<file path="config.mk">
export PLATFORM = sky130hd
export DESIGN_NAME = adc_if_top
export DESIGN_NICKNAME = d
export VERILOG_FILES = /design/src/hdl/adc_pkg.sv /design/src/hdl/adc_regmap.sv /design/src/hdl/adc_cnv_timer.sv /design/src/hdl/adc_lane_deser.sv /design/src/hdl/adc_if_top.sv
export SDC_FILE = /design/constraint.sdc
export NUM_CORES = 1
export LEC_CHECK = 0
export BUFFER_PORTS_ARGS = -buffer_cell sky130_fd_sc_hd__buf_2
export CORE_MARGIN = 5
export CORE_UTILIZATION = 57
export DETAILED_ROUTE_END_ITERATION = 12
export GPL_TIMING_DRIVEN = 0
export PLACE_DENSITY = 0.88
export SETUP_SLACK_MARGIN = 0.5
export SLEW_MARGIN = 15
export SYNTH_ARGS = -nofsm -noshare
export SYNTH_HDL_FRONTEND = slang
export SYNTH_SLANG_ARGS = --single-unit
</file>
<file path="constraint.sdc">
create_clock -name s_axi_aclk -period 8 [get_ports s_axi_aclk]
set_input_delay 0.8 -clock s_axi_aclk [delete_from_list [all_inputs] [get_ports s_axi_aclk]]
set_output_delay 0.8 -clock s_axi_aclk [all_outputs]
set_load 0.1 [all_outputs]
</file>
<file path="src/hdl/adc_pkg.sv">
package adc_pkg;

  // --------------------
  // converter geometry
  // --------------------

  // bits per sample, msb first on the lanes
  localparam int unsigned RESOLUTION = 18;

  // cycles from the cnv pulse to the first gated bit
  localparam int unsigned CONV_CYCLES = 4;

  // cnv cycle + conversion wait + one-lane gate + fall detect + valid
  localparam logic [31:0] MIN_PERIOD = 32'(1 + CONV_CYCLES + RESOLUTION + 2);

  // fixed sample shown instead of lane data in test-pattern mode
  localparam logic [RESOLUTION-1:0] TEST_PATTERN = 18'h3a5a5;

  // --------------------
  // register map
  // --------------------

  // identification word, read only
  localparam logic [31:0] CORE_VERSION = 32'h0001_0100;

  // byte offsets in the 16-bit space
  localparam logic [15:0] REG_VERSION = 16'h0000;
  localparam logic [15:0] REG_CONTROL = 16'h0004;
  localparam logic [15:0] REG_PERIOD  = 16'h0008;
  localparam logic [15:0] REG_COUNT   = 16'h000c;
  localparam logic [15:0] REG_STATUS  = 16'h0010;

  // control register fields
  localparam int unsigned CTRL_ENABLE   = 0;
  localparam int unsigned CTRL_TWOLANES = 1;
  localparam int unsigned CTRL_TESTPAT  = 2;

endpackage

</file>
<file path="src/hdl/adc_regmap.sv">
`timescale 1ns/1ps

module adc_regmap (
  input  logic        s_axi_aclk,
  input  logic        rst_n,
  // write address and data channels
  input  logic        s_axi_awvalid,
  input  logic [15:0] s_axi_awaddr,
  input  logic [ 2:0] s_axi_awprot,
  output logic        s_axi_awready,
  input  logic        s_axi_wvalid,
  input  logic [31:0] s_axi_wdata,
  input  logic [ 3:0] s_axi_wstrb,
  output logic        s_axi_wready,
  // write response
  output logic        s_axi_bvalid,
  output logic [ 1:0] s_axi_bresp,
  input  logic        s_axi_bready,
  // read address and data
  input  logic        s_axi_arvalid,
  input  logic [15:0] s_axi_araddr,
  input  logic [ 2:0] s_axi_arprot,
  output logic        s_axi_arready,
  output logic        s_axi_rvalid,
  output logic [ 1:0] s_axi_rresp,
  output logic [31:0] s_axi_rdata,
  input  logic        s_axi_rready,
  // capture side
  input  logic        adc_valid,
  input  logic        adc_dovf,
  output logic        enable,
  output logic        twolanes,
  output logic        testpat,
  output logic [31:0] period
);

  import adc_pkg::*;

  logic [ 2:0] ctrl;
  logic [31:0] sample_cnt;
  logic        ovf;
  logic        wr_take;
  logic        rd_take;
  logic        wr_en;
  logic [15:0] wr_addr;
  logic [15:0] rd_addr;
  logic [31:0] period_merged;
  logic [31:0] rd_value;

  // every access completes with OKAY
  assign s_axi_bresp = 2'b00;
  assign s_axi_rresp = 2'b00;

  // --------------------
  // write channel
  // --------------------

  // both halves of the write present and no response outstanding
  assign wr_take = s_axi_awvalid & s_axi_wvalid & ~s_axi_awready & ~s_axi_bvalid;
  // the ready pulse marks the handshake cycle
  assign wr_en   = s_axi_awready;
  assign wr_addr = {s_axi_awaddr[15:2], 2'b00};

  always_ff @(posedge s_axi_aclk or negedge rst_n) begin
    if (!rst_n) begin
      s_axi_awready <= 1'b0;
      s_axi_wready  <= 1'b0;
      s_axi_bvalid  <= 1'b0;
    end else begin
      s_axi_awready <= wr_take;
      s_axi_wready  <= wr_take;
      // response follows the handshake and waits for bready
      if (s_axi_awready) begin
        s_axi_bvalid <= 1'b1;
      end else if (s_axi_bready) begin
        s_axi_bvalid <= 1'b0;
      end
    end
  end

  // byte lanes of the period word, old value where strobe is low
  always_comb begin
    for (int i = 0; i < 4; i++) begin
      period_merged[8*i +: 8] = s_axi_wstrb[i] ? s_axi_wdata[8*i +: 8] : period[8*i +: 8];
    end
  end

  // --------------------
  // registers
  // --------------------

  always_ff @(posedge s_axi_aclk or negedge rst_n) begin
    if (!rst_n) begin
      ctrl   <= '0;
      period <= MIN_PERIOD;
      ovf    <= 1'b0;
    end else begin
      if (wr_en && (wr_addr == REG_CONTROL) && s_axi_wstrb[0]) begin
        ctrl <= s_axi_wdata[2:0];
      end
      // short periods would overlap two conversions
      if (wr_en && (wr_addr == REG_PERIOD)) begin
        period <= (period_merged < MIN_PERIOD) ? MIN_PERIOD : period_merged;
      end
      // a new overflow beats a clear in the same cycle
      if (adc_dovf) begin
        ovf <= 1'b1;
      end else if (wr_en && (wr_addr == REG_STATUS) && s_axi_wstrb[0] && s_axi_wdata[0]) begin
        ovf <= 1'b0;
      end
    end
  end

  assign enable   = ctrl[CTRL_ENABLE];
  assign twolanes = ctrl[CTRL_TWOLANES];
  assign testpat  = ctrl[CTRL_TESTPAT];

  // samples since enable, restarts from zero on every enable
  always_ff @(posedge s_axi_aclk or negedge rst_n) begin
    if (!rst_n) begin
      sample_cnt <= '0;
    end else if (!enable) begin
      sample_cnt <= '0;
    end else if (adc_valid) begin
      sample_cnt <= sample_cnt + 32'd1;
    end
  end

  // --------------------
  // read channel
  // --------------------

  assign rd_take = s_axi_arvalid & ~s_axi_arready & ~s_axi_rvalid;
  assign rd_addr = {s_axi_araddr[15:2], 2'b00};

  always_comb begin
    case (rd_addr)
      REG_VERSION: rd_value = CORE_VERSION;
      REG_CONTROL: rd_value = {29'd0, ctrl};
      REG_PERIOD:  rd_value = period;
      REG_COUNT:   rd_value = sample_cnt;
      REG_STATUS:  rd_value = {31'd0, ovf};
      // holes in the map read as zero
      default:     rd_value = 32'd0;
    endcase
  end

  always_ff @(posedge s_axi_aclk or negedge rst_n) begin
    if (!rst_n) begin
      s_axi_arready <= 1'b0;
      s_axi_rvalid  <= 1'b0;
    end else begin
      s_axi_arready <= rd_take;
      if (s_axi_arready) begin
        s_axi_rvalid <= 1'b1;
      end else if (s_axi_rready) begin
        s_axi_rvalid <= 1'b0;
      end
    end
  end

  // data is sampled in the arready cycle and held with rvalid
  always_ff @(posedge s_axi_aclk) begin
    if (s_axi_arready) begin
      s_axi_rdata <= rd_value;
    end
  end

endmodule

</file>
<file path="src/hdl/adc_cnv_timer.sv">
`timescale 1ns/1ps

module adc_cnv_timer (
  input  logic        s_axi_aclk,
  input  logic        rst_n,
  input  logic        enable,
  input  logic        twolanes,
  input  logic [31:0] period,
  output logic        cnv,
  output logic        clk_gate
);

  import adc_pkg::*;

  logic [31:0]                     period_cnt;
  logic                            conv_wait;
  logic [$clog2(CONV_CYCLES)-1:0]  wait_cnt;
  logic [$clog2(RESOLUTION)-1:0]   bit_cnt;
  logic [$clog2(RESOLUTION)-1:0]   bit_load;

  // --------------------
  // conversion period
  // --------------------

  // counter parked at zero while disabled, so cnv fires the cycle after enable
  always_ff @(posedge s_axi_aclk or negedge rst_n) begin
    if (!rst_n) begin
      period_cnt <= '0;
      cnv        <= 1'b0;
    end else if (!enable) begin
      period_cnt <= '0;
      cnv        <= 1'b0;
    end else if (period_cnt == '0) begin
      // reload so the next pulse lands exactly period cycles later
      period_cnt <= period - 32'd1;
      cnv        <= 1'b1;
    end else begin
      period_cnt <= period_cnt - 32'd1;
      cnv        <= 1'b0;
    end
  end

  // --------------------
  // conversion wait and gate
  // --------------------

  // bit times per sample, two bits per cycle with both lanes
  assign bit_load = twolanes ? $bits(bit_load)'(RESOLUTION / 2 - 1)
                             : $bits(bit_load)'(RESOLUTION - 1);

  always_ff @(posedge s_axi_aclk or negedge rst_n) begin
    if (!rst_n) begin
      conv_wait <= 1'b0;
      wait_cnt  <= '0;
      clk_gate  <= 1'b0;
      bit_cnt   <= '0;
    end else if (!enable) begin
      // disable aborts the sample and shuts the gate at once
      conv_wait <= 1'b0;
      wait_cnt  <= '0;
      clk_gate  <= 1'b0;
      bit_cnt   <= '0;
    end else if (cnv) begin
      conv_wait <= 1'b1;
      wait_cnt  <= $bits(wait_cnt)'(CONV_CYCLES - 1);
    end else if (conv_wait) begin
      if (wait_cnt == '0) begin
        // converter done, open the gate for the lane mode length
        conv_wait <= 1'b0;
        clk_gate  <= 1'b1;
        bit_cnt   <= bit_load;
      end else begin
        wait_cnt <= wait_cnt - 1'b1;
      end
    end else if (clk_gate) begin
      if (bit_cnt == '0) begin
        clk_gate <= 1'b0;
      end else begin
        bit_cnt <= bit_cnt - 1'b1;
      end
    end
  end

endmodule

</file>
<file path="src/hdl/adc_lane_deser.sv">
`timescale 1ns/1ps

module adc_lane_deser (
  input  logic                           s_axi_aclk,
  input  logic                           rst_n,
  input  logic                           clk_gate,
  input  logic                           twolanes,
  input  logic                           testpat,
  input  logic                           da,
  input  logic                           db,
  output logic                           adc_valid,
  output logic [adc_pkg::RESOLUTION-1:0] adc_data
);

  import adc_pkg::*;

  logic                  gate_d;
  logic                  gate_fall;
  logic [RESOLUTION-1:0] shift_reg;

  // --------------------
  // lane shifter
  // --------------------

  // one rising edge per gated bit time, msb arrives first
  always_ff @(posedge s_axi_aclk) begin
    if (clk_gate) begin
      if (twolanes) begin
        // da holds the even bit from the top, db the one after it
        shift_reg <= {shift_reg[RESOLUTION-3:0], da, db};
      end else begin
        shift_reg <= {shift_reg[RESOLUTION-2:0], da};
      end
    end
  end

  // --------------------
  // sample hand-off
  // --------------------

  // first cycle with the gate closed, all bits are in the shifter
  assign gate_fall = gate_d & ~clk_gate;

  always_ff @(posedge s_axi_aclk or negedge rst_n) begin
    if (!rst_n) begin
      gate_d    <= 1'b0;
      adc_valid <= 1'b0;
    end else begin
      gate_d    <= clk_gate;
      // single cycle strobe, the DMA side cannot stall
      adc_valid <= gate_fall;
    end
  end

  // sample held until the next gate closes
  always_ff @(posedge s_axi_aclk) begin
    if (gate_fall) begin
      // Test pattern replaces the lane data but keeps the same strobe timing
      adc_data <= testpat ? TEST_PATTERN : shift_reg;
    end
  end

endmodule

</file>
<file path="src/hdl/adc_if_top.sv">
`timescale 1ns/1ps

module adc_if_top (
  input  logic                           s_axi_aclk,
  input  logic                           rst_n,
  // AXI4-Lite control port
  input  logic                           s_axi_awvalid,
  input  logic [15:0]                    s_axi_awaddr,
  input  logic [ 2:0]                    s_axi_awprot,
  output logic                           s_axi_awready,
  input  logic                           s_axi_wvalid,
  input  logic [31:0]                    s_axi_wdata,
  input  logic [ 3:0]                    s_axi_wstrb,
  output logic                           s_axi_wready,
  output logic                           s_axi_bvalid,
  output logic [ 1:0]                    s_axi_bresp,
  input  logic                           s_axi_bready,
  input  logic                           s_axi_arvalid,
  input  logic [15:0]                    s_axi_araddr,
  input  logic [ 2:0]                    s_axi_arprot,
  output logic                           s_axi_arready,
  output logic                           s_axi_rvalid,
  output logic [ 1:0]                    s_axi_rresp,
  output logic [31:0]                    s_axi_rdata,
  input  logic                           s_axi_rready,
  // converter pins
  input  logic                           da,
  input  logic                           db,
  output logic                           cnv,
  output logic                           clk_gate,
  // DMA side
  input  logic                           adc_dovf,
  output logic                           adc_valid,
  output logic [adc_pkg::RESOLUTION-1:0] adc_data
);

  // control fields from the register map
  logic        enable;
  logic        twolanes;
  logic        testpat;
  logic [31:0] period;

  // --------------------
  // register map
  // --------------------

  adc_regmap regmap_inst (
    .s_axi_aclk    (s_axi_aclk),
    .rst_n         (rst_n),
    .s_axi_awvalid (s_axi_awvalid),
    .s_axi_awaddr  (s_axi_awaddr),
    .s_axi_awprot  (s_axi_awprot),
    .s_axi_awready (s_axi_awready),
    .s_axi_wvalid  (s_axi_wvalid),
    .s_axi_wdata   (s_axi_wdata),
    .s_axi_wstrb   (s_axi_wstrb),
    .s_axi_wready  (s_axi_wready),
    .s_axi_bvalid  (s_axi_bvalid),
    .s_axi_bresp   (s_axi_bresp),
    .s_axi_bready  (s_axi_bready),
    .s_axi_arvalid (s_axi_arvalid),
    .s_axi_araddr  (s_axi_araddr),
    .s_axi_arprot  (s_axi_arprot),
    .s_axi_arready (s_axi_arready),
    .s_axi_rvalid  (s_axi_rvalid),
    .s_axi_rresp   (s_axi_rresp),
    .s_axi_rdata   (s_axi_rdata),
    .s_axi_rready  (s_axi_rready),
    .adc_valid     (adc_valid),
    .adc_dovf      (adc_dovf),
    .enable        (enable),
    .twolanes      (twolanes),
    .testpat       (testpat),
    .period        (period)
  );

  // --------------------
  // capture path
  // --------------------

  // cnv and clk_gate go to the pins and into the shifter
  adc_cnv_timer timer_inst (
    .s_axi_aclk (s_axi_aclk),
    .rst_n      (rst_n),
    .enable     (enable),
    .twolanes   (twolanes),
    .period     (period),
    .cnv        (cnv),
    .clk_gate   (clk_gate)
  );

  adc_lane_deser deser_inst (
    .s_axi_aclk (s_axi_aclk),
    .rst_n      (rst_n),
    .clk_gate   (clk_gate),
    .twolanes   (twolanes),
    .testpat    (testpat),
    .da         (da),
    .db         (db),
    .adc_valid  (adc_valid),
    .adc_data   (adc_data)
  );

endmodule

</file>
### Word level (Yosys, flattened, before mapping)

Cells that the tools add are included.

* add/subtract/negate cells: 5
* $mul: 0
* div/mod/pow operators: 0
* magnitude comparators: 1
* equality and inequality tests: 14
* shift operators: 0
* multiplexer cells: 40
* bitwise logic cells: 11
* reduce and logical (&&, ||, !) cells: 16

Operator list (count)
* $mux 32: 5
* $pmux 32 s5: 1
* $sub 32x1->32 const B: 2
* $eq 14x2->1 const B: 3
* $mux 5: 7
* $add 32x1->32 const B: 1
* $logic_not 32->1: 1
* $lt 32x5->1 const B: 1
* $mux 8: 4
* $eq 14x1->1 const B: 2
* $eq 14x3->1 const B: 2
* $mux 1: 18
* $mux 18: 1
* $logic_not 16->1: 1
* $mux 2: 4
* $and 1x1->1: 6
* $logic_and 1x1->1: 6
* $ne 3x1->1 const B: 2
* $ne 3x2->1 const B: 2
* $reduce_bool 2->1: 3
* $logic_not 5->1: 1
* $not 1->1: 5
* $sub 5x1->5 const B: 1
* $reduce_and 2->1: 2
* other kinds (6): 6

* flip-flop bits (word level): 184
* bits in latches: 0
* RAM bits: 0
* ROM bits: 0
* input bits: 84
* output and inout port bits: 62
* word-level logic and storage cells: 106
* memories: 0

### Logic depth before layout (Yosys ltp)

Gate-level depths: netlist (run 1).

* depth in word-level cells: 6
* mapped depth: 17
* mapped depth without buffers: 13

### Cells and area by module

A second synthesis (run 1) with hierarchy kept.

* cell total of the unflattened synthesis: 825
* area, all modules: 9206.3 um^2

By module, submodules not included
* adc_regmap: instances 1, cells each 414, area an instance 4879.7 um^2, seq. area each 2766.4 um^2
* adc_cnv_timer: instances 1, cells each 333, area an instance 2800.2 um^2, seq. area each 1051.0 um^2
* adc_lane_deser: instances 1, cells each 78, area an instance 1526.5 um^2, seq. area each 1131.1 um^2

### Least setup slack after synthesis (run 1)

Ideal clock, no wire load.

* path kind: register to register
* start: register timer_inst.period_cnt[23]
* end: register timer_inst.period_cnt[20]
* library setup time: 0.127 ns
* data arrival time: 3.622 ns
* required time: 7.873 ns
* path slack: 4.251 ns
* stages on the path, launching flop included: 17
* buffers on the path: 3
* period minus slack after synthesis: 3.749 ns
* path through: dfrtp_1 > or4_4 > nand4b_4 > or2_4 > nor2_2 > buf_2 > buf_2 > a21oi_1 > ha_1 > nor3b_1 > nand2b_1 > nor3_1 > and4_1 > o21a_1 > buf_2 > nand3_1 > mux2_1

* word-level cells in the longest chain between the ends: 3

RTL lines
* start: declaration: line adc_cnv_timer.sv:15 `logic [31:0] period_cnt;`
* start signal: assignment: line adc_cnv_timer.sv:35 `period_cnt <= period - 32'd1;`
* start signal: assignment: line adc_cnv_timer.sv:38 `period_cnt <= period_cnt - 32'd1;`
* $logic_not 32->1: line adc_cnv_timer.sv:33 `end else if (period_cnt == '0) begin`
* $mux 32: line adc_cnv_timer.sv:33
* $mux 32: line adc_cnv_timer.sv:30 `end else if (!enable) begin`

Every way passes these cells.
A chain may end at the register's enable or synchronous reset.

### Worst setup path after layout (run 1)

* start: register timer_inst.period_cnt[12]
* end: register timer_inst.period_cnt[20]

* word-level cells in the longest chain between the ends: 3
* elaborated cells between the ends (all ways): 4
* classes of those cells: add/sub: 1; mux: 2; reduce/logical: 1

RTL lines (line)
* $sub 32x1->32 or $logic_not 32->1 (tied branches): adc_cnv_timer.sv:38, adc_cnv_timer.sv:33
* $mux 32 (*): adc_cnv_timer.sv:33
* $mux 32 (*): adc_cnv_timer.sv:30

Every way passes the cells marked *; elsewhere a longest branch is shown, timed or not.

==> metrics.md, run 1 <==
| Metric | Value |
|---|---|
| Fin crit share | 0.584 |
| H-tree levels | 4 |
| Synthesized flop and latch total | 184 |
| Met2 global-route usage | 0.431 |
| Fraction of final layout cells with drive strength greater than 1 | 0.255 |
| Via count of the first global-routing pass | 7362 |
| Synth cell types | 75 |
| Max Transition Viols Final | 0 |
| Maximum ir drop on the vdd rail | 0.000164 V |
| Type of origin of the critical path | flip-flop |
| Share of Yosys cell area claimed by the top area cell type | 0.310 |
| Clock period minus final worst setup slack | 4.67 ns |
| Detailed-router iteration count before antenna repair | 6 |
| Wire length of the first global-routing pass | 38200 um |
| Overall power consumption | 2.06 mW |
| I/O Buffers | 131 |
| Slowest stage cell, crit path | nor4_1 |
| Adder-cell share of the synthesized area | 0.00685 |
| Count of nets left with antenna violations after detail routing | 0 |
| Number of nets in the final layout | 1083 |
| Arrival time reported for the critical path endpoint | 4.98 ns |
| Worst min path class | input port to asynchronous set/reset pin |
| Hold-fix buffer count after cts | 0 |
| Post-CTS repair timing setup buffer count | 0 |
| Global-route total usage across every layer | 0.266 |
| Global routing met3 resource utilization | 0.0415 |
| Largest net degree at the start of global routing | 70 |
| Multiplexer area fraction after synthesis | 0.0648 |
| Antenna violations before repair | 1 |
| Crit Path Max Fanout | 10 |
| GRT met1 Usage | 0.360 |
| First-iteration detailed-routing DRC count | 952 |
| Starting Density | 0.577 |
| Routed wire per std cell | 19.9 um |
| Crit path cell chain | clkbuf_1, nor4_1, nand4b_1, or2_4, nor2_2, buf_2, buf_2, a21oi_1, ha_1, nor3b_1, nand2b_1, nor3_1, and4_1, o21a_1, buf_2, nand3_1, mux2_1 |
| Num CTS Buffers | 17 |
| Dominant cells by area after synthesis | dfrtp_1 31%, edfxtp_1 22%, mux2_2 5.7% |
| DR vias/cell | 6.21 |
| Count of non-filler cells in the finished layout | 1224 |
| Timing-limited maximum frequency | 214 MHz |
| Max Root-Sink Buffers | 2 |
| Worst hold slack across all endpoints | 0.370 ns |
| Clock transition time at the flip-flop clock pins of the worst setup and hold paths | 0.07 ns |
| Design area | 0.0107 sq mm |
| Ys flop type | dfrtp_1 |
| Max-cap violations | 0 |
| Number of synthesis warnings | 0 |
| Compound-Gate Fraction of Synth Area | 0.131 |
| Crit path buf inv count | 4 |
| Delay of the slowest cell on the worst path | 0.59 ns |
| DP Worst Slack | 3.49 ns |
| Number of placement rows | 46 |
| Number of vias after detailed routing | 7598 |
| Share of the core filled with cells | 0.678 |
| Per-instance average area after synthesis | 10.9 sq um |
| Cell count after synthesis | 838 |
| Run status | finished clean |
| Die height | 137 um |
| Slew at the pin closest to its max-slew limit | 0.932 ns |
| Cell type with the highest occurrence count on the critical path | buf_2 |
| Cell type with the largest total area after synthesis | dfrtp_1 |
| Share of flip-flops with an asynchronous set or reset after synthesis | 0.630 |
| Number of enable flip-flop cells after synthesis | 68 |
| Kind of critical path | flip-flop to flip-flop |
| Number of placed cells counting well taps | 1191 |
| Placed wire-length estimate after detailed placement | 17700 um |
| Layout area overhead | 17.4% |
| Routing layer with the top usage in global route | met2 |
| Clock insertion delay at the later pin of the skew report | 0.44 ns |
| Ports placed on the boundary | 146 |
| Post-Synth XOR/XNOR Area | 0.0393 |
| Final hold violation count | 0 |
| Post-cts sizing count | 0 |
| Total wire length | 24300 um |
| DRC violations left | 0 |
| Clock tree skew after final layout | 0.00959 ns |
| Standby leakage power | 4.59 nW |
| Final Setup Violations | 0 |
| Required arrival time at the worst endpoint | 8.31 ns |
| CORE AREA | 0.0158 sq mm |
| Synthesized area | 0.00914 sq mm |
| Clock net sink count | 184 |
| TNS Setup | 0 ns |
| Largest family of logic cells by synthesized area | simple AND/OR/NAND/NOR gates |
| Clock tree from TritonCTS | done |
| Horiz. Die Dim | 137 um |
| Clock Tree Root | clkbuf_16 |
| Total grt overflow | 0 |
| Sequential share of the synthesized area | 0.542 |
| Number of filler cells placed in the layout | 1143 |
| Placed standard-cell area | 0.0101 sq mm |
| Tightest slew margin relative to the limit | 0.379 |
| Family of cells with the greatest summed delay on the critical path | simple AND/OR/NAND/NOR gates |
| RSZ-0062 raised after global routing | no |
| Die ar. | 0.0187 sq mm |
| Final worst setup slack | 3.33 ns |
| Ratio of total power to cell area | 192 mW/mm^2 |
| Simple-gate share of the synthesized area | 0.189 |
| Element type at the critical path end | flip-flop |
| Placer congestion estimate | 0.997 |
final timing paths:
kind | from | to | slack, ns | cells past startpoint
hold reg to reg | regmap_inst.s_axi_bvalid | regmap_inst.s_axi_awready | 0.46 | 1
min in group s_axi_aclk | regmap_inst.s_axi_bvalid | regmap_inst.s_axi_awready | 0.46 | 1
hold / removal | rst_n | regmap_inst.s_axi_rvalid | 0.37 | 1
setup reg to reg | timer_inst.period_cnt[12] | timer_inst.period_cnt[20] | 3.33 | 17
max in group asynchronous | rst_n | regmap_inst.period[0] | 6.91 | 2
setup / recovery | timer_inst.period_cnt[12] | timer_inst.period_cnt[20] | 3.33 | 17
cell families after synthesis:
| kind of cell | count (synthesis) |
|---|---|
| AND/OR/NAND/NOR | 327 |
| other | 1 |
| adder cells (fa/ha/maj) | 5 |
| multiplexers | 53 |
| AO/OA/AOI/OAI | 171 |
| XOR/XNOR | 41 |
| flip-flops | 184 |
| buffers and inverters | 56 |
power by group:
part | switching, mW | internal, mW
combinational | 0.178 | 0.0345
sequential | 0.0153 | 0.997
clock | 0.395 | 0.444
total | 0.588 | 1.47
layout make-up:
type	instances	area (sq um)	share of cell area
buffer	36	173	0.0161
timing repair buffer	134	706	0.0658
tap	216	270	0.0252
multi-input combinational	601	3970	0.370
sequential	184	4950	0.461
antenna	1	2.50	0.000233
clock inverter	14	156	0.0146
clock buffer	18	429	0.0400
inverter	20	75.1	0.00700
synth_stat cells, types with 20 or more instances:
library cell  count
nor4_1           28
clkbuf_1         20
a21oi_1          48
nand2_1          57
nor3_1           28
a22o_1           27
dfrtp_1         113
edfxtp_1         68
nor2_1           86
mux2_2           46
xor2_1           23
placed cells by master, fill, tap and decap left out, types with 21 or more instances in the layout:
cell type and instances:
nor4_1 28, xor2_1 23, nand2_1 57, edfxtp_1 68, buf_2 137, a21oi_1 48, nor3_1 28, mux2_2 46
dfrtp_1 112, nor2_1 86, clkbuf_1 21, a22o_1 27
metal layers:
metal | wire length (um) | vias up
met4 | 864 | 0
met5 | 0 | -
li1 | - | 3429
met3 | 1820 | 67
met2 | 11800 | 383
met1 | 9870 | 3719
(Power assumes the default switching activity.)
==> inputs of run 2 (changes only) <==
- ABC_AREA: unset -> 1
- CORE_UTILIZATION: 57 -> 52
- PLACE_DENSITY: 0.88 -> 0.85
- clock period: 8 -> 4.2 ns (I/O delays scaled with it)
==> metrics.md, run 2 <==
| Metric | Value |
|---|---|
| Placer congestion estimate | 0.954 (was 0.997) |
| Arrival time reported for the critical path endpoint | 2.97 ns (was 4.98 ns) |
| Number of enable flip-flop cells after synthesis | 68 (unchanged) |
| Crit path cell chain | nor2_1, nand2_1, nor2_1, nand2_2, nor2_8, buf_6, nand2_1, nand2_1, nand2_1, nor2_2, nand2_1, nor2_1, nand3_1, nand2_1, nor2_1 (was clkbuf_1, nor4_1, nand4b_1, or2_4, nor2_2, buf_2, buf_2, a21oi_1, ha_1, nor3b_1, nand2b_1, nor3_1, and4_1, o21a_1, buf_2, nand3_1, mux2_1) |
| Type of origin of the critical path | flip-flop (unchanged) |
| Clock Tree Root | clkbuf_16 (unchanged) |
| Final hold violation count | 0 (unchanged) |
| Per-instance average area after synthesis | 7.91 sq um (was 10.9 sq um) |
| Stages on worst setup path | 15 (was 17) |
| CORE AREA | 0.0180 sq mm (was 0.0158 sq mm) |
| Tightest slew margin relative to the limit | 0.392 (was 0.379) |
| Count of nets left with antenna violations after detail routing | 0 (unchanged) |
| Number of nets in the final layout | 1455 (was 1083) |
| DRC violations left | 0 (unchanged) |
| Cell count after synthesis | 1210 (was 838) |
| Timing-limited maximum frequency | 381 MHz (was 214 MHz) |
| Routed wire per std cell | 17.1 um (was 19.9 um) |
| Max Root-Sink Buffers | 2 (unchanged) |
| I/O Buffers | 131 (unchanged) |
| Horiz. Die Dim | 146 um (was 137 um) |
| Required arrival time at the worst endpoint | 4.55 ns (was 8.31 ns) |
| Synthesized area | 0.00957 sq mm (was 0.00914 sq mm) |
| Layout area overhead | 17.1% (was 17.4%) |
| Standby leakage power | 5.01 nW (was 4.59 nW) |
| Max-cap violations | 0 (unchanged) |
| Worst min-delay path startpoint | s_axi_rready |
| Clock transition time at the flip-flop clock pins of the worst setup and hold paths | 0.08 ns (was 0.07 ns) |
| Share of Yosys cell area claimed by the top area cell type | 0.296 (was 0.310) |
| Max Transition Viols Final | 0 (unchanged) |
| TNS Setup | 0 ns (unchanged) |
| Dominant cells by area after synthesis | dfrtp_1 30%, edfxtp_1 21%, nand2_1 12% (was dfrtp_1 31%, edfxtp_1 22%, mux2_2 5.7%) |
| Worst-case reg-to-reg path depth | 15 (was 17) |
| Slowest stage cell, crit path | dfrtp_1 (was nor4_1) |
| Clock tree skew after final layout | 0.00963 ns (was 0.00959 ns) |
| Ratio of total power to cell area | 360 mW/mm^2 (was 192 mW/mm^2) |
| Commonest cells after routing, fill and taps aside | 313 x nand2_1, 164 x inv_1, 154 x nor2_1, 131 x buf_2, 123 x o21ai_0 (was 137 x buf_2, 112 x dfrtp_1, 86 x nor2_1, 68 x edfxtp_1, 57 x nand2_1) |
| Share of the core filled with cells | 0.622 (was 0.678) |
| First-iteration detailed-routing DRC count | 1008 (was 952) |
| Run status | finished clean (unchanged) |
| H-tree levels | 4 (unchanged) |
| Die height | 146 um (was 137 um) |
| Die ar. | 0.0212 sq mm (was 0.0187 sq mm) |
| Synthesized flop and latch total | 184 (unchanged) |
| Clock insertion delay at the later pin of the skew report | 0.45 ns (was 0.44 ns) |
| Antenna violations before repair | 0 (was 1) |
| Ys flop type | dfrtp_1 (unchanged) |
| Met2 WL post-DR | 12400 um (was 11800 um) |
| Number of synthesis warnings | 0 (unchanged) |
| Fraction of final layout cells with drive strength greater than 1 | 0.157 (was 0.255) |
| Leading cell type by number of instances after synthesis | nand2_1 (was dfrtp_1) |
| Total wire length | 27500 um (was 24300 um) |
| Synth cell types | 47 (was 75) |
| Via count of the first global-routing pass | 8569 (was 7362) |
| Family of cells with the greatest summed delay on the critical path | simple AND/OR/NAND/NOR gates (unchanged) |
| Crit Path Max Fanout | 10 (unchanged) |
| Placed wire-length estimate after detailed placement | 20700 um (was 17700 um) |
| FF-to-FF setup slack | 1.58 ns (was 3.33 ns) |
| Clock tree from TritonCTS | done (unchanged) |
| Fin crit share | 0.625 (was 0.584) |
| Kind of critical path | flip-flop to flip-flop (unchanged) |
| Largest net degree at the start of global routing | 85 (was 70) |
| Global-route total usage across every layer | 0.259 (was 0.266) |
| DR top layer | met4 (unchanged) |
| Crit path buf inv count | 1 (was 4) |
| Cell type with the largest total area after synthesis | dfrtp_1 (unchanged) |
| Final Setup Violations | 0 (unchanged) |
| Reg-to-reg startpoint | timer_inst.period_cnt[18] (was timer_inst.period_cnt[12]) |
| Total grt overflow | 0 (unchanged) |
| Starting Density | 0.531 (was 0.577) |
| Delay of the slowest cell on the worst path | 0.41 ns (was 0.59 ns) |
| Sink of the worst hold path | regmap_inst.s_axi_rvalid |
| RSZ-0062 raised after global routing | no (unchanged) |
| Worst min path class | input port to flip-flop (was input port to asynchronous set/reset pin) |
| Ports placed on the boundary | 146 (unchanged) |
| Ranking of synthesized cells by instance count | 313 x nand2_1, 164 x inv_1, 155 x nor2_1 (was 113 x dfrtp_1, 86 x nor2_1, 68 x edfxtp_1) |
| WHS Path Cells | 2 |
| Endpoint of the most critical register-to-register path | timer_inst.period_cnt[31] (was timer_inst.period_cnt[20]) |
| Number of inserted diodes | 0 (was 1) |
| Post-cts sizing count | 0 (unchanged) |
| Element type at the critical path end | flip-flop (unchanged) |
| Number of vias after detailed routing | 9058 (was 7598) |
| Slew at the pin closest to its max-slew limit | 0.913 ns (was 0.932 ns) |
| Detailed-router iteration count before antenna repair | 8 (was 6) |
| Wire length of the first global-routing pass | 44100 um (was 38200 um) |
| Clock period minus final worst setup slack | 2.62 ns (was 4.67 ns) |
| Number of placement rows | 49 (was 46) |
| Sum of met3 wire segment lengths after detailed routing | 3190 um (was 1820 um) |
| Share of flip-flops with an asynchronous set or reset after synthesis | 0.630 (unchanged) |
| Most frequent standard cell in the layout excluding fill and tap cells | nand2_1 (was buf_2) |
| Met1 Wirelength | 11200 um (was 9870 um) |
| DR vias/cell | 5.63 (was 6.21) |
| Sequential share of the synthesized area | 0.517 (was 0.542) |
| Cell type with the highest occurrence count on the critical path | nand2_1 (was buf_2) |
| Maximum ir drop on the vdd rail | 0.000312 V (was 0.000164 V) |
| Clock net sink count | 184 (unchanged) |
| Num CTS Buffers | 17 (unchanged) |
-- run 2: area by class of cell --
type | instances | area, sq um
clock inverters | 15 | 203
multi-input cells | 821 | 3810
repair buffers | 134 | 711
plain buffers | 39 | 185
well taps | 229 | 287
fillers | 1494 | 6820
inverters | 169 | 634
clock buffers | 17 | 425
flip-flops and latches | 184 | 4950
-- run 2: through the flow --
step / setup slack (ns) / cell area, sq um / instances / hold WS, ns / power (mW)
after global placement: 1.22 / 10500 / 1573 / 0.436 / 2.39
after CTS: 1.64 / 11200 / 1608 / 0.147 / 4.03
after floorplan: 1.68 / 9580 / 1213 / 0.124 / 2.28
after global routing: 1.40 / 11200 / 1608 / 0.159 / 4.14
after detailed placement: 1.50 / 10600 / 1575 / 0.337 / 2.39
final: 1.58 / 11200 / 1608 / 0.143 / 4.03
-- run 2: routing by layer --
layer  track usage  up-vias
li1              -     4248
met1         0.353     4173
met2         0.400      562
met3        0.0698       75
met4        0.0938        0
met5             0        -
-- run 2: logic make-up after synthesis --
logic type | Yosys count | synth area share
AO/OA/AOI/OAI | 236 | 0.134
XOR/XNOR | 3 | 0.00275
adder cells (fa/ha/maj) | 5 | 0.00654
buffers and inverters | 208 | 0.0857
flip-flops | 184 | 0.517
multiplexers | 1 | 0.00118
other | 1 | 0.000392
AND/OR/NAND/NOR | 572 | 0.252
-- run 2: power breakdown --
part	switching, mW	internal [mW]	total [mW]
logic	0.356	0.0709	0.427
registers	0.0322	1.90	1.93
clock network	0.851	0.826	1.68
total	1.24	2.79	4.03
-- run 2: repair_timing --
| item | in CTS | in global routing |
|---|---|---|
| hold buffers | 1 | 0 |
| buffers inserted | 0 | 0 |
| hold endpoints to repair | 32 | 0 |
-- run 2: worst max-delay path by stage --
stage	end	startpoint	slack, ns
after detailed placement	regmap_inst.period[13]	s_axi_awaddr[13]	1.50
after CTS	timer_inst.period_cnt[31]	timer_inst.period_cnt[18]	1.64
after global placement	timer_inst.bit_cnt[0]	rst_n	1.22
final	timer_inst.period_cnt[31]	timer_inst.period_cnt[18]	1.58
after global routing	timer_inst.period_cnt[17]	timer_inst.period_cnt[9]	1.40
after floorplan	regmap_inst.sample_cnt[28]	deser_inst.adc_valid	1.68
-- run 2: worst reg2reg max path: stages, from the launching register on --
cell and delay, ns:
dfrtp_1 0.41, nor2_1 0.12, nand2_1 0.07, nor2_1 0.21, nand2_2 0.18, nor2_8 0.22
buf_6 0.18, nand2_1 0.06, nand2_1 0.12, nand2_1 0.10, nor2_2 0.23, nand2_1 0.13
nor2_1 0.26, nand3_1 0.12, nand2_1 0.07, nor2_1 0.05
